File: src/source/irq_cfg.svh
// Interrupt controller sizes
`ifndef IRQ_CFG_SVH
`define IRQ_CFG_SVH

// Number of interrupt source pins seen by the controller
`define NUM_SRC 16

// Width of a source priority and of the target threshold
// A priority of 0 can never exceed the threshold, so it acts as "never interrupt"
`define PRIO_W 3

`endif
File: src/source/irq_pkg.sv
// Interrupt controller package
`include "irq_cfg.svh"

package irq_pkg;

  //////////////////////////////
  // Derived widths
  //////////////////////////////

  // Width of a source index on the command port and the claim response
  localparam int SRC_W = $clog2(`NUM_SRC);

  // Width of the opcode field on the command port
  localparam int OP_W = 3;

  //////////////////////////////
  // Command opcodes
  //////////////////////////////

  // Per-source opcodes take the source from the address field
  // Threshold and claim ignore the address
  typedef enum logic [OP_W-1:0] {
    OP_NOP        = 3'd0,
    OP_SET_PRIO   = 3'd1,
    OP_SET_ENABLE = 3'd2,
    OP_SET_EDGE   = 3'd3,
    OP_SET_THRESH = 3'd4,
    OP_CLAIM      = 3'd5,
    OP_COMPLETE   = 3'd6
  } irq_op_e;

endpackage : irq_pkg

File: src/source/irq_ctrl_top.sv
// Interrupt controller top level
`include "irq_cfg.svh"

module irq_ctrl_top (
  input  logic                      clk_i,
  input  logic                      rst_i,
  input  logic                      cmd_valid_i,
  input  irq_pkg::irq_op_e          cmd_op_i,
  input  logic [irq_pkg::SRC_W-1:0] cmd_addr_i,
  input  logic [`PRIO_W-1:0]        cmd_data_i,
  input  logic [`NUM_SRC-1:0]       src_i,
  output logic                      irq_o,
  output logic                      claim_valid_o,
  output logic [irq_pkg::SRC_W-1:0] claim_id_o
);

  import irq_pkg::*;

  // Configuration held by the command decoder
  logic [`NUM_SRC-1:0][`PRIO_W-1:0] prio;
  logic [`NUM_SRC-1:0]              enable;
  logic [`NUM_SRC-1:0]              edge_type;
  logic [`PRIO_W-1:0]               thresh;

  // Strobes decoded from the command port
  logic                             claim_req;
  logic                             complete;
  logic [SRC_W-1:0]                 complete_id;

  // Pending and enabled sources offered to the tree
  logic [`NUM_SRC-1:0]              ready;

  // Winner of the tree
  logic [`PRIO_W-1:0]               max_prio;
  logic [SRC_W-1:0]                 max_idx;
  logic                             max_valid;

  //////////////////////////////
  // Command decoder
  //////////////////////////////

  irq_regs u_regs (
    .clk_i         (clk_i),
    .rst_i         (rst_i),
    .cmd_valid_i   (cmd_valid_i),
    .cmd_op_i      (cmd_op_i),
    .cmd_addr_i    (cmd_addr_i),
    .cmd_data_i    (cmd_data_i),
    .prio_o        (prio),
    .enable_o      (enable),
    .edge_o        (edge_type),
    .thresh_o      (thresh),
    .claim_req_o   (claim_req),
    .complete_o    (complete),
    .complete_id_o (complete_id)
  );

  //////////////////////////////
  // Gateway
  //////////////////////////////

  // The registered claim pulse that leaves the top also moves the source into service
  irq_gateway u_gateway (
    .clk_i         (clk_i),
    .rst_i         (rst_i),
    .src_i         (src_i),
    .edge_i        (edge_type),
    .enable_i      (enable),
    .claim_i       (claim_valid_o),
    .claim_id_i    (claim_id_o),
    .complete_i    (complete),
    .complete_id_i (complete_id),
    .pending_o     (),
    .ready_o       (ready)
  );

  //////////////////////////////
  // Selection
  //////////////////////////////

  irq_prio_max_tree #(
    .NUM_SRC (`NUM_SRC),
    .WIDTH   (`PRIO_W)
  ) u_tree (
    .clk_i       (clk_i),
    .rst_i       (rst_i),
    .values_i    (prio),
    .valid_i     (ready),
    .max_value_o (max_prio),
    .max_idx_o   (max_idx),
    .max_valid_o (max_valid)
  );

  //////////////////////////////
  // Target
  //////////////////////////////

  irq_target u_target (
    .clk_i       (clk_i),
    .rst_i       (rst_i),
    .max_prio_i  (max_prio),
    .max_idx_i   (max_idx),
    .max_valid_i (max_valid),
    .thresh_i    (thresh),
    .claim_req_i (claim_req),
    .irq_o       (irq_o),
    .claim_o     (claim_valid_o),
    .claim_id_o  (claim_id_o)
  );

endmodule : irq_ctrl_top

File: src/source/irq_target.sv
// Interrupt target
`include "irq_cfg.svh"

module irq_target (
  input  logic                      clk_i,
  input  logic                      rst_i,
  input  logic [`PRIO_W-1:0]        max_prio_i,
  input  logic [irq_pkg::SRC_W-1:0] max_idx_i,
  input  logic                      max_valid_i,
  input  logic [`PRIO_W-1:0]        thresh_i,
  input  logic                      claim_req_i,
  output logic                      irq_o,
  output logic                      claim_o,
  output logic [irq_pkg::SRC_W-1:0] claim_id_o
);

  // The tree has a winner and its priority is strictly above the threshold
  logic above;

  //////////////////////////////
  // Threshold comparison
  //////////////////////////////

  // Equal to the threshold is not enough, so a threshold of 0 still masks priority 0
  assign above = max_valid_i && (max_prio_i > thresh_i);

  //////////////////////////////
  // Interrupt line and claim
  //////////////////////////////

  // The interrupt line follows the comparison one cycle late
  // A claim registers the current winner and pulses only when that winner is above
  // the threshold, so a claim with nothing to take leaves every source alone
  always_ff @(posedge clk_i) begin
    if (rst_i) begin
      irq_o      <= 1'b0;
      claim_o    <= 1'b0;
      claim_id_o <= '0;
    end else begin
      irq_o   <= above;
      claim_o <= claim_req_i && above;
      if (claim_req_i) begin
        claim_id_o <= max_idx_i;
      end
    end
  end

  //////////////////////////////
  // Assertions
  //////////////////////////////

  // Every claim pulse answers a request of its own
  claim_pulse_a: assert property (@(posedge clk_i) disable iff (rst_i)
    (claim_o && $past(claim_o)) |-> ($past(claim_req_i) && $past(claim_req_i, 2)))
    else $error("irq_target: claim pulse repeated without a second request");

endmodule : irq_target

File: src/source/irq_prio_max_tree.sv
// Priority maximum tree
module irq_prio_max_tree #(
  parameter  int NUM_SRC = 16,
  parameter  int WIDTH   = 3,
  localparam int IDX_W   = $clog2(NUM_SRC)
) (
  // Clock and reset only serve the assertions, the tree itself is combinational
  input  logic                          clk_i,
  input  logic                          rst_i,
  input  logic [NUM_SRC-1:0][WIDTH-1:0] values_i,
  input  logic [NUM_SRC-1:0]            valid_i,
  output logic [WIDTH-1:0]              max_value_o,
  output logic [IDX_W-1:0]              max_idx_o,
  output logic                          max_valid_o
);

  // The leaf count is rounded up to a power of two
  // Node 0 is the root, the leaves occupy the last level
  localparam int NUM_LEVELS = $clog2(NUM_SRC);
  localparam int NUM_NODES  = 2**(NUM_LEVELS+1) - 1;

  logic [NUM_NODES-1:0]            vld_tree;
  logic [NUM_NODES-1:0][IDX_W-1:0] idx_tree;
  logic [NUM_NODES-1:0][WIDTH-1:0] val_tree;

  // The tree needs at least one comparison level
  if (NUM_SRC < 2) begin : gen_count_check
    $error("irq_prio_max_tree: NUM_SRC must be at least 2");
  end

  //////////////////////////////
  // Tree construction
  //////////////////////////////

  for (genvar level = 0; level <= NUM_LEVELS; level++) begin : gen_level
    // First node index on this level and on the level of its children
    localparam int BASE_PA = 2**level - 1;
    localparam int BASE_CH = 2**(level+1) - 1;

    for (genvar offset = 0; offset < 2**level; offset++) begin : gen_node
      localparam int PA = BASE_PA + offset;

      if (level == NUM_LEVELS) begin : gen_leaf
        if (offset < NUM_SRC) begin : gen_src
          assign vld_tree[PA] = valid_i[offset];
          assign idx_tree[PA] = IDX_W'(offset);
          assign val_tree[PA] = values_i[offset];
        end else begin : gen_pad
          // Padding leaves are never valid
          assign vld_tree[PA] = 1'b0;
          assign idx_tree[PA] = '0;
          assign val_tree[PA] = '0;
        end
      end else begin : gen_inner
        localparam int C0 = BASE_CH + 2*offset;
        localparam int C1 = C0 + 1;

        logic pick_c1;

        // Take the upper child only when it is valid and the lower one is not,
        // or when both are valid and the upper one is strictly greater
        // Ties stay with C0, which always holds the lower source indices
        assign pick_c1 = vld_tree[C1] & (~vld_tree[C0] | (val_tree[C1] > val_tree[C0]));

        assign vld_tree[PA] = pick_c1 ? vld_tree[C1] : vld_tree[C0];
        assign idx_tree[PA] = pick_c1 ? idx_tree[C1] : idx_tree[C0];
        assign val_tree[PA] = pick_c1 ? val_tree[C1] : val_tree[C0];
      end
    end : gen_node
  end : gen_level

  // The winner sits at the root
  assign max_valid_o = vld_tree[0];
  assign max_idx_o   = idx_tree[0];
  assign max_value_o = val_tree[0];

  //////////////////////////////
  // Assertions
  //////////////////////////////

  // Any valid leaf must make it all the way to the root
  valid_or_a: assert property (@(posedge clk_i) disable iff (rst_i)
    max_valid_o == (|valid_i))
    else $error("irq_prio_max_tree: root valid does not match input valids");

  // With nothing valid the tree falls back to source 0
  idle_idx_a: assert property (@(posedge clk_i) disable iff (rst_i)
    !max_valid_o |-> (max_idx_o == '0))
    else $error("irq_prio_max_tree: index %0d with no valid input", max_idx_o);

endmodule : irq_prio_max_tree

File: src/source/irq_gateway.sv
// Interrupt source gateway
`include "irq_cfg.svh"

module irq_gateway (
  input  logic                      clk_i,
  input  logic                      rst_i,
  input  logic [`NUM_SRC-1:0]       src_i,
  input  logic [`NUM_SRC-1:0]       edge_i,
  input  logic [`NUM_SRC-1:0]       enable_i,
  input  logic                      claim_i,
  input  logic [irq_pkg::SRC_W-1:0] claim_id_i,
  input  logic                      complete_i,
  input  logic [irq_pkg::SRC_W-1:0] complete_id_i,
  output logic [`NUM_SRC-1:0]       pending_o,
  output logic [`NUM_SRC-1:0]       ready_o
);

  import irq_pkg::*;

  // Previous pin sample, used to spot rising edges
  logic [`NUM_SRC-1:0] src_q;
  // Waiting to be claimed
  logic [`NUM_SRC-1:0] pending_q;
  // Claimed by the target and not yet completed
  logic [`NUM_SRC-1:0] in_service_q;

  // One-hot decodes of the claim and complete source indices
  logic [`NUM_SRC-1:0] claim_hit;
  logic [`NUM_SRC-1:0] complete_hit;
  // Sources that become pending at this edge
  logic [`NUM_SRC-1:0] capture;

  always_comb begin
    for (int i = 0; i < `NUM_SRC; i++) begin
      claim_hit[i]    = claim_i && (claim_id_i == SRC_W'(i));
      complete_hit[i] = complete_i && (complete_id_i == SRC_W'(i));
    end
  end

  //////////////////////////////
  // Capture rules
  //////////////////////////////

  // Level mode takes a high pin, edge mode needs the previous sample low as well
  // Anything arriving while the source is pending or in service is dropped
  assign capture = src_i & (~edge_i | ~src_q) & ~pending_q & ~in_service_q;

  // A claim moves the source from pending into service in one step
  // If a complete for the same source lands on the claim edge, the claim wins,
  // as that complete cannot refer to a claim that has not finished yet
  always_ff @(posedge clk_i) begin
    if (rst_i) begin
      src_q        <= '0;
      pending_q    <= '0;
      in_service_q <= '0;
    end else begin
      src_q        <= src_i;
      pending_q    <= (pending_q | capture) & ~claim_hit;
      in_service_q <= (in_service_q & ~complete_hit) | claim_hit;
    end
  end

  assign pending_o = pending_q;

  // The source being claimed right now is hidden from the tree for this cycle,
  // so a back-to-back claim picks the next winner instead of the same one
  assign ready_o = pending_q & enable_i & ~claim_hit;

  //////////////////////////////
  // Assertions
  //////////////////////////////

  // Pending and in service exclude each other for every source
  pend_serv_excl_a: assert property (@(posedge clk_i) disable iff (rst_i)
    (pending_q & in_service_q) == '0)
    else $error("irq_gateway: source both pending and in service");

  // The target only claims what the tree could have picked one cycle earlier
  claim_ready_a: assert property (@(posedge clk_i) disable iff (rst_i)
    claim_i |-> (pending_q[claim_id_i] && enable_i[claim_id_i]))
    else $error("irq_gateway: claim of source %0d that is not ready", claim_id_i);

endmodule : irq_gateway

File: src/source/irq_regs.sv
// Command decoder and configuration
`include "irq_cfg.svh"

module irq_regs (
  input  logic                                  clk_i,
  input  logic                                  rst_i,
  input  logic                                  cmd_valid_i,
  input  irq_pkg::irq_op_e                      cmd_op_i,
  input  logic [irq_pkg::SRC_W-1:0]             cmd_addr_i,
  input  logic [`PRIO_W-1:0]                    cmd_data_i,
  output logic [`NUM_SRC-1:0][`PRIO_W-1:0]      prio_o,
  output logic [`NUM_SRC-1:0]                   enable_o,
  output logic [`NUM_SRC-1:0]                   edge_o,
  output logic [`PRIO_W-1:0]                    thresh_o,
  output logic                                  claim_req_o,
  output logic                                  complete_o,
  output logic [irq_pkg::SRC_W-1:0]             complete_id_o
);

  import irq_pkg::*;

  // Configuration registers, one field per source plus the single threshold
  logic [`NUM_SRC-1:0][`PRIO_W-1:0] prio_q;
  logic [`NUM_SRC-1:0]              enable_q;
  logic [`NUM_SRC-1:0]              edge_q;
  logic [`PRIO_W-1:0]               thresh_q;

  // High when a valid command carries a source index in its address field
  logic addr_cmd;

  //////////////////////////////
  // Configuration writes
  //////////////////////////////

  // A write lands at the command edge and is visible the following cycle
  // Claim, complete and NOP leave the configuration alone
  always_ff @(posedge clk_i) begin
    if (rst_i) begin
      prio_q   <= '0;
      enable_q <= '0;
      edge_q   <= '0;
      thresh_q <= '0;
    end else if (cmd_valid_i) begin
      case (cmd_op_i)
        OP_SET_PRIO:   prio_q[cmd_addr_i]   <= cmd_data_i;
        OP_SET_ENABLE: enable_q[cmd_addr_i] <= cmd_data_i[0];
        // Data bit 0 set selects rising-edge capture, clear selects level
        OP_SET_EDGE:   edge_q[cmd_addr_i]   <= cmd_data_i[0];
        OP_SET_THRESH: thresh_q             <= cmd_data_i;
        default: ;
      endcase
    end
  end

  assign prio_o   = prio_q;
  assign enable_o = enable_q;
  assign edge_o   = edge_q;
  assign thresh_o = thresh_q;

  //////////////////////////////
  // Claim and complete strobes
  //////////////////////////////

  // These are pure decodes of the command inputs, so they act at the command edge
  assign claim_req_o   = cmd_valid_i && (cmd_op_i == OP_CLAIM);
  assign complete_o    = cmd_valid_i && (cmd_op_i == OP_COMPLETE);
  assign complete_id_o = cmd_addr_i;

  assign addr_cmd = cmd_valid_i && (cmd_op_i inside {OP_SET_PRIO, OP_SET_ENABLE,
                                                     OP_SET_EDGE, OP_COMPLETE});

  // A per-source command must name a source that exists
  addr_in_range_a: assert property (@(posedge clk_i) disable iff (rst_i)
    addr_cmd |-> (cmd_addr_i < `NUM_SRC))
    else $error("irq_regs: source address %0d out of range", cmd_addr_i);

endmodule : irq_regs

File: config.mk
export PLATFORM = sky130hd
export DESIGN_NAME = irq_ctrl_top
export DESIGN_NICKNAME = d
export VERILOG_FILES = /design/src/source/irq_pkg.sv /design/src/source/irq_ctrl_top.sv /design/src/source/irq_target.sv /design/src/source/irq_prio_max_tree.sv /design/src/source/irq_gateway.sv /design/src/source/irq_regs.sv
export VERILOG_INCLUDE_DIRS = /design/src /design/src/source
export SDC_FILE = /design/constraint.sdc
export NUM_CORES = 1
export LEC_CHECK = 0
export ABC_AREA = 0
export BUFFER_PORTS_ARGS = -buffer_cell sky130_fd_sc_hd__buf_4
export CAP_MARGIN = 20
export CORE_UTILIZATION = 59
export DETAILED_ROUTE_END_ITERATION = 10
export PLACE_DENSITY = 0.76
export SLEW_MARGIN = 0
export SYNTH_ARGS = -nofsm -noshare
export SYNTH_HDL_FRONTEND = slang
export SYNTH_SLANG_ARGS = --single-unit
File: constraint.sdc
create_clock -name clk_i -period 10.2 [get_ports clk_i]
set_input_delay 0.51 -clock clk_i [delete_from_list [all_inputs] [get_ports clk_i]]
set_output_delay 0.51 -clock clk_i [all_outputs]
set_load 0.03 [all_outputs]
==> impl_metrics.env, run 1 <==
export IMPL_synth_main_ff_cell="dfxtp_1"
export IMPL_cts_buffer_depth=2
export IMPL_hold_depth=2
export IMPL_synthTopCellsByArea="dfxtp_1, ha_1, a21oi_1"
export IMPL_synth_nets=1067
export IMPL_synth_seq_area_share_pct=36.0
export IMPL_vias=7173
export IMPL_clkTransAtPathRegs_ns=0.05
export IMPL_synth_enable_flop_cells=0
export IMPL_firstDrtPassIters=5
export IMPL_die_y_um=116
export IMPL_grt_max_degree=104
export IMPL_timing_reg2reg_setup_slack_ns=2.53
export IMPL_met1_length_um=9390
export IMPL_grt_pass1_wl_um=33000
export IMPL_p_leak_nw=3.17
export IMPL_tritoncts="yes"
export IMPL_fin_crit_sh_pct=75.2
export IMPL_finalMaxSlewViolations=0
export IMPL_routed_top_layer="met4"
export IMPL_setup_violations=0
export IMPL_netlist_area_sq_mm=0.00762
export IMPL_antenna_found_initial=0
export IMPL_skew_ns=0.00690
export IMPL_antenna_cells=0
export IMPL_synth_warnings=0
export IMPL_rsz0062_at_grt="no"
export IMPL_synth_top_area_cell="dfxtp_1"
export IMPL_clk_latency_ns=0.42
export IMPL_via_per_inst=6.11
export IMPL_slowest_delay_ns=0.65
export IMPL_rr_worst_depth=30
export IMPL_synth_cell_types=62
export IMPL_hold_class="in -> reg"
export IMPL_htree_levels=4
export IMPL_max_freq_mhz=130
export IMPL_syn_inst=991
export IMPL_drive_gt1_share_pct=8.58
export IMPL_syn_avg_cell_area_sq_um=7.69
export IMPL_yosysTopAreaCellShare_pct=36.0
export IMPL_die_area_sq_mm=0.0134
export IMPL_place_congestion=0.909
export IMPL_endpoint_kind="register"
export IMPL_area_growth_pct=9.96
export IMPL_cp_common_cell="nor2b_1"
export IMPL_final_setup_tns_ns=0
export IMPL_critical_path_class="reg -> reg"
export IMPL_synthArstFlopShare_pct=0
export IMPL_final_hold_violation_count=0
export IMPL_ios=35
export IMPL_dr_first_iter_drc_count=628
export IMPL_core_area_sq_mm=0.0126
export IMPL_port_buffers=34
export IMPL_numCtsBuffers=17
export IMPL_worstMarginPinSlew_ns=1.10
export IMPL_ys_ff_latch=137
export IMPL_wl_met3_um=1440
export IMPL_slew_headroom_pct=26.6
export IMPL_cts_resized=0
export IMPL_dpl_hpwl_um=14100
export IMPL_worstPathArrival_ns=7.98
export IMPL_grt_pass1_vias=6507
export IMPL_globalRoute_totalOverflow=0
export IMPL_cts_root_buf="clkbuf_16"
export IMPL_final_util_pct=66.4
export IMPL_cts_sinks=137
export IMPL_route_met2_wl_um=9120
export IMPL_startpoint_type="register"
export IMPL_grt_use_total_pct=32.3
export IMPL_initial_core_util_pct=60.4
export IMPL_drv_cap=0
export IMPL_die_x_um=116
export IMPL_netlist_top_cells_count="nand2_1, dfxtp_1, a21oi_1, nand3_1, inv_1"
export IMPL_ir_worst_vdd_mv=0.121
export IMPL_post_cts_setup_buffers=0
export IMPL_status="completed"
export IMPL_slowest_stage="dfxtp_1"
export IMPL_crit_fanout=14
export IMPL_power_density_mw_per_mm2=137
export IMPL_ant_nets=0
export IMPL_required_ns=10.51
export IMPL_drt_total_wl_um=20400
export IMPL_synth_most_common_cell="nand2_1"
export IMPL_fin_nets=1071
export IMPL_cts_hold_buf=0
export IMPL_rows=41
export IMPL_avgRoutedWirePerCell_um=17.4
export IMPL_drc=0
export IMPL_period_needed_ns=7.67
report_power, final:
group | total (W) | internal, W | switching [W] | leakage (nW)
clock | 0.000533 | 0.000312 | 0.000222 | 0.249
combinational | 0.0000643 | 0.0000188 | 0.0000456 | 1.81
sequential | 0.000551 | 0.000545 | 0.00000590 | 1.11
final cells by class:
class	instances	area, sq um
Multi-Input combinational cell	731	4400
Clock buffer	20	457
Sequential cell	137	2740
Fill cell	1123	4240
Timing Repair Buffer	36	270
Inverter	72	270
Clock inverter	6	30.0
Tap cell	172	215
worst paths after layout:
path	from	end
setup / recovery	u_target.claim_id_o[3]	u_target.claim_o
setup reg to reg	u_target.claim_id_o[3]	u_target.claim_o
hold reg to reg	u_regs.prio_o[14]	u_regs.prio_o[14]
hold / removal	src_i[13]	u_gateway.src_q[13]
through the flow:
step | hold slack (ns) | instance area [sq um] | setup WS (ns) | power [W] | instances
3_3_place_gp | 0.444 | 7900 | 2.94 | 0.000624 | 1148
6_report | 0.310 | 8380 | 2.53 | 0.00115 | 1174
2_1_floorplan | 0.436 | 7620 | 3.63 | 0.000599 | 991
3_5_place_dp | 0.446 | 7900 | 2.71 | 0.000625 | 1148
5_1_grt | 0.308 | 8380 | 1.97 | 0.00118 | 1174
4_1_cts | 0.304 | 8380 | 2.66 | 0.00115 | 1174
cells in the final DEF (no fill, tap or decap), drive strengths merged, types with 5 or more instances in the layout:
cell / count
nand2: 149
dfxtp: 137
a21oi: 117
nand3: 74
o21ai: 73
inv: 72
nor2: 64
ha: 47
buf: 36
a211oi: 28
mux2i: 22
nor2b: 21
clkbuf: 20
a31oi: 15
o211ai: 14
and3: 13
nand2b: 11
and2: 10
nor3: 9
mux2: 7
clkinv: 6
o21a: 5
o41ai: 5
critical path, delay by kind of cell, from the launching register on:
family	cells	cell delay (ns)
adders and majority gates	4	1.19
AOI/OAI and AO/OA	14	3.12
muxes	1	0.35
DFF	1	0.65
and+or+nand+nor	11	2.24
cell families (layout without fill, tap and decap cells):
logic type	Yosys count	in the layout	share of synthesized area [%]
AOI/OAI and AO/OA	290	290	23.8
adders and majority gates	48	48	7.86
buffers and inverters	123	134	6.34
DFF	137	137	36.0
muxes	29	29	4.14
and+or+nand+nor	364	364	21.9
flip-flops by register name, indices dropped and copies added (netlist names):
name	flops
u_gateway.in_service_q	16
u_gateway.pending_o	16
u_gateway.src_q	16
u_regs.edge_o	16
u_regs.enable_o	16
u_regs.prio_o	48
u_regs.thresh_o	3
u_target.claim_id_o	4
u_target.claim_o	1
u_target.irq_o	1
metal layers:
| metal | global-route usage (%) | vias to the layer above |
|---|---|---|
| met5 | 0 | - |
| met4 | 11.6 | 0 |
| met3 | 6.07 | 33 |
| met2 | 49.7 | 266 |
| met1 | 45.2 | 3371 |
| li1 | - | 3503 |
(Power assumes the default switching activity.)
==> run 2: changes to the inputs <==
- ABC_AREA: 0 -> 1
- clock period: 10.2 -> 7.1 ns (I/O delays scaled with it)
==> run 2 against run 1 <==
Synthesized cell count up 4.9%. Clock power rose by 67%. Critical endpoint unchanged. Maximum frequency increased by 35%. Largest cell class unchanged. Sequential power increased by 44%. Via count is 4.9% lower. Hold slack lost 0.18 ns. Critical path depth up 9. Final area fell by 0.70%. Combinational power is 47% higher. Die area decreased by 3.4%. Sequential share of layout area up 0.23 points.
==> impl_metrics.env, run 2 <==
export IMPL_status="completed"
export IMPL_numCtsBuffers=17
export IMPL_die_x_um=114
export IMPL_ys_ff_latch=137
export IMPL_fin_nets=1143
export IMPL_hold_depth=3
export IMPL_required_ns=7.44
export IMPL_syn_avg_cell_area_sq_um=7.08
export IMPL_rows=40
export IMPL_tritoncts="yes"
export IMPL_synth_nets=1116
export IMPL_worstHoldStart="src_i[9]"
export IMPL_drive_gt1_share_pct=13.8
export IMPL_slowest_stage="dfxtp_1"
export IMPL_cp_common_cell="nand2_1"
export IMPL_timing_reg2reg_setup_slack_ns=1.42
export IMPL_yosysTopAreaCellShare_pct=37.2
export IMPL_endpoint_kind="register"
export IMPL_synth_main_ff_cell="dfxtp_1"
export IMPL_rsz0062_at_grt="no"
export IMPL_worstPathArrival_ns=6.02
export IMPL_worstMarginPinSlew_ns=0.806
export IMPL_synth_top_area_cell="dfxtp_1"
export IMPL_rr_worst_depth=39
export IMPL_netlist_top_cells_count="nor2_1, nand2_1, dfxtp_1, a21oi_1, inv_1"
export IMPL_finalPower_w=0.00178
export IMPL_max_freq_mhz=176
export IMPL_syn_inst=1040
export IMPL_dr_first_iter_drc_count=592
export IMPL_grt_pass1_wl_um=30700
export IMPL_antenna_cells=0
export IMPL_via_per_inst=5.46
export IMPL_die_y_um=114
export IMPL_ir_worst_vdd_mv=0.151
export IMPL_fin_crit_sh_pct=80.1
export IMPL_synth_warnings=0
export IMPL_drv_cap=0
export IMPL_port_buffers=34
export IMPL_netlist_area_sq_mm=0.00736
export IMPL_area_growth_pct=13.1
export IMPL_avgRoutedWirePerCell_um=14.8
export IMPL_setup_violations=0
export IMPL_cts_root_buf="clkbuf_16"
export IMPL_grt_pass1_vias=6403
export IMPL_globalRoute_totalOverflow=0
export IMPL_period_needed_ns=5.68
export IMPL_cts_hold_buf=0
export IMPL_layout_common_cells="nor2_1, nand2_1, dfxtp_1"
export IMPL_clkTransAtPathRegs_ns=0.06
export IMPL_slew_headroom_pct=46.3
export IMPL_synthTopCellsByArea="dfxtp_1, a21oi_1, ha_1"
export IMPL_synth_most_common_cell="nor2_1"
export IMPL_p_leak_nw=3.58
export IMPL_grt_use_total_pct=30.4
export IMPL_place_congestion=0.877
export IMPL_cts_sinks=137
export IMPL_ios=35
export IMPL_r2r_end="u_target.claim_o"
export IMPL_antenna_found_initial=0
export IMPL_vias=6818
export IMPL_synth_enable_flop_cells=0
export IMPL_grt_max_degree=74
export IMPL_synthArstFlopShare_pct=0
export IMPL_final_common_cell="nor2_1"
export IMPL_hold_class="in -> reg"
export IMPL_finalMaxSlewViolations=0
export IMPL_drt_total_wl_um=18400
export IMPL_firstDrtPassIters=5
export IMPL_initial_core_util_pct=60.8
export IMPL_startpoint_type="register"
export IMPL_final_setup_tns_ns=0
export IMPL_synth_seq_area_share_pct=37.2
export IMPL_htree_levels=4
export IMPL_core_area_sq_mm=0.0121
export IMPL_synth_cell_types=34
export IMPL_ant_nets=0
export IMPL_final_hold_violation_count=0
export IMPL_clk_latency_ns=0.43
export IMPL_holdWs_ns=0.131
export IMPL_cts_resized=0
export IMPL_critical_path_class="reg -> reg"
export IMPL_skew_ns=0.00586
export IMPL_hold_end="u_gateway.src_q[9]"
export IMPL_die_area_sq_mm=0.0129
export IMPL_slowest_delay_ns=0.52
export IMPL_largest_reg_flops=48
export IMPL_post_cts_setup_buffers=0
export IMPL_regToRegStartpoint="u_target.claim_o"
export IMPL_cts_buffer_depth=2
export IMPL_crit_fanout=8
export IMPL_drc=0
export IMPL_power_density_mw_per_mm2=213
export IMPL_dpl_hpwl_um=12900
-- run 2: cell types whose count changed after synthesis, sizes merged, moves of 11 or more --
cell and change:
nor2b -21, nand2b -11, a211oi -28, a21oi +11, a31oi -14, inv +56, nor2 +91, o211ai -13
and3 -13, mux2i -22, nand2 +19, clkbuf -13, o21ai +69
-- run 2: metal layers --
metal	track usage, %	vias to the layer above	wire length (um)
li1	-	3486	-
met1	41.0	3067	8660
met2	48.7	241	8140
met3	6.48	24	1350
met4	9.56	0	282
met5	0	-	0
-- run 2: metrics by stage --
step / worst slack (ns) / utilization, % / cell area, sq um / instances
after floorplan: 1.99 / - / 7360 / 1040
after global placement: 1.72 / 63.9 / 7740 / 1216
after detailed placement: 1.52 / 63.9 / 7740 / 1216
after CTS: 1.50 / 68.7 / 8320 / 1248
after global routing: 0.816 / 68.7 / 8320 / 1248
final: 1.42 / 68.7 / 8320 / 1248
-- run 2: how the worst max path moves through the flow --
stage / endpoint / from / cells past startpoint / slack [ns]
2_1_floorplan: u_target.claim_o / u_target.claim_id_o[0] / 39 / 1.99
3_3_place_gp: u_target.claim_o / u_target.claim_o / 37 / 1.72
3_5_place_dp: u_target.claim_o / u_target.claim_o / 37 / 1.52
4_1_cts: u_target.claim_o / u_target.claim_o / 37 / 1.50
5_1_grt: u_target.claim_o / u_target.claim_o / 39 / 0.82
6_report: u_target.claim_o / u_target.claim_o / 39 / 1.42
-- run 2: cells by family (layout without fill, tap and decap cells) --
kind of cell	after synthesis	count (layout)	synth area share [%]
AOI/OAI and AO/OA	280	280	21.0
and+or+nand+nor	420	420	25.8
adders and majority gates	47	47	7.99
buffers and inverters	156	196	7.99
DFF	137	137	37.2
-- run 2: final cells by class --
cell class	count	area [sq um]
Clock buffer	19	443
Clock inverter	13	143
Fill cell	1065	3790
Inverter	128	483
Multi-Input combinational cell	747	4030
Sequential cell	137	2740
Tap cell	168	210
Timing Repair Buffer	36	270
-- run 2: power breakdown --
| part | switching [W] | internal (W) | total, W |
|---|---|---|---|
| registers | 0.00000785 | 0.000783 | 0.000791 |
| logic | 0.0000649 | 0.0000298 | 0.0000947 |
| clock network | 0.000362 | 0.000528 | 0.000890 |
-- run 2: worst max-delay path, delay by kind of cell, from the launching register on --
family | cells | cell delay (ns)
flops | 1 | 0.52
buf+inv | 2 | 0.18
compound gates | 10 | 1.13
simple gates | 23 | 2.42
fa+ha+maj | 4 | 1.29
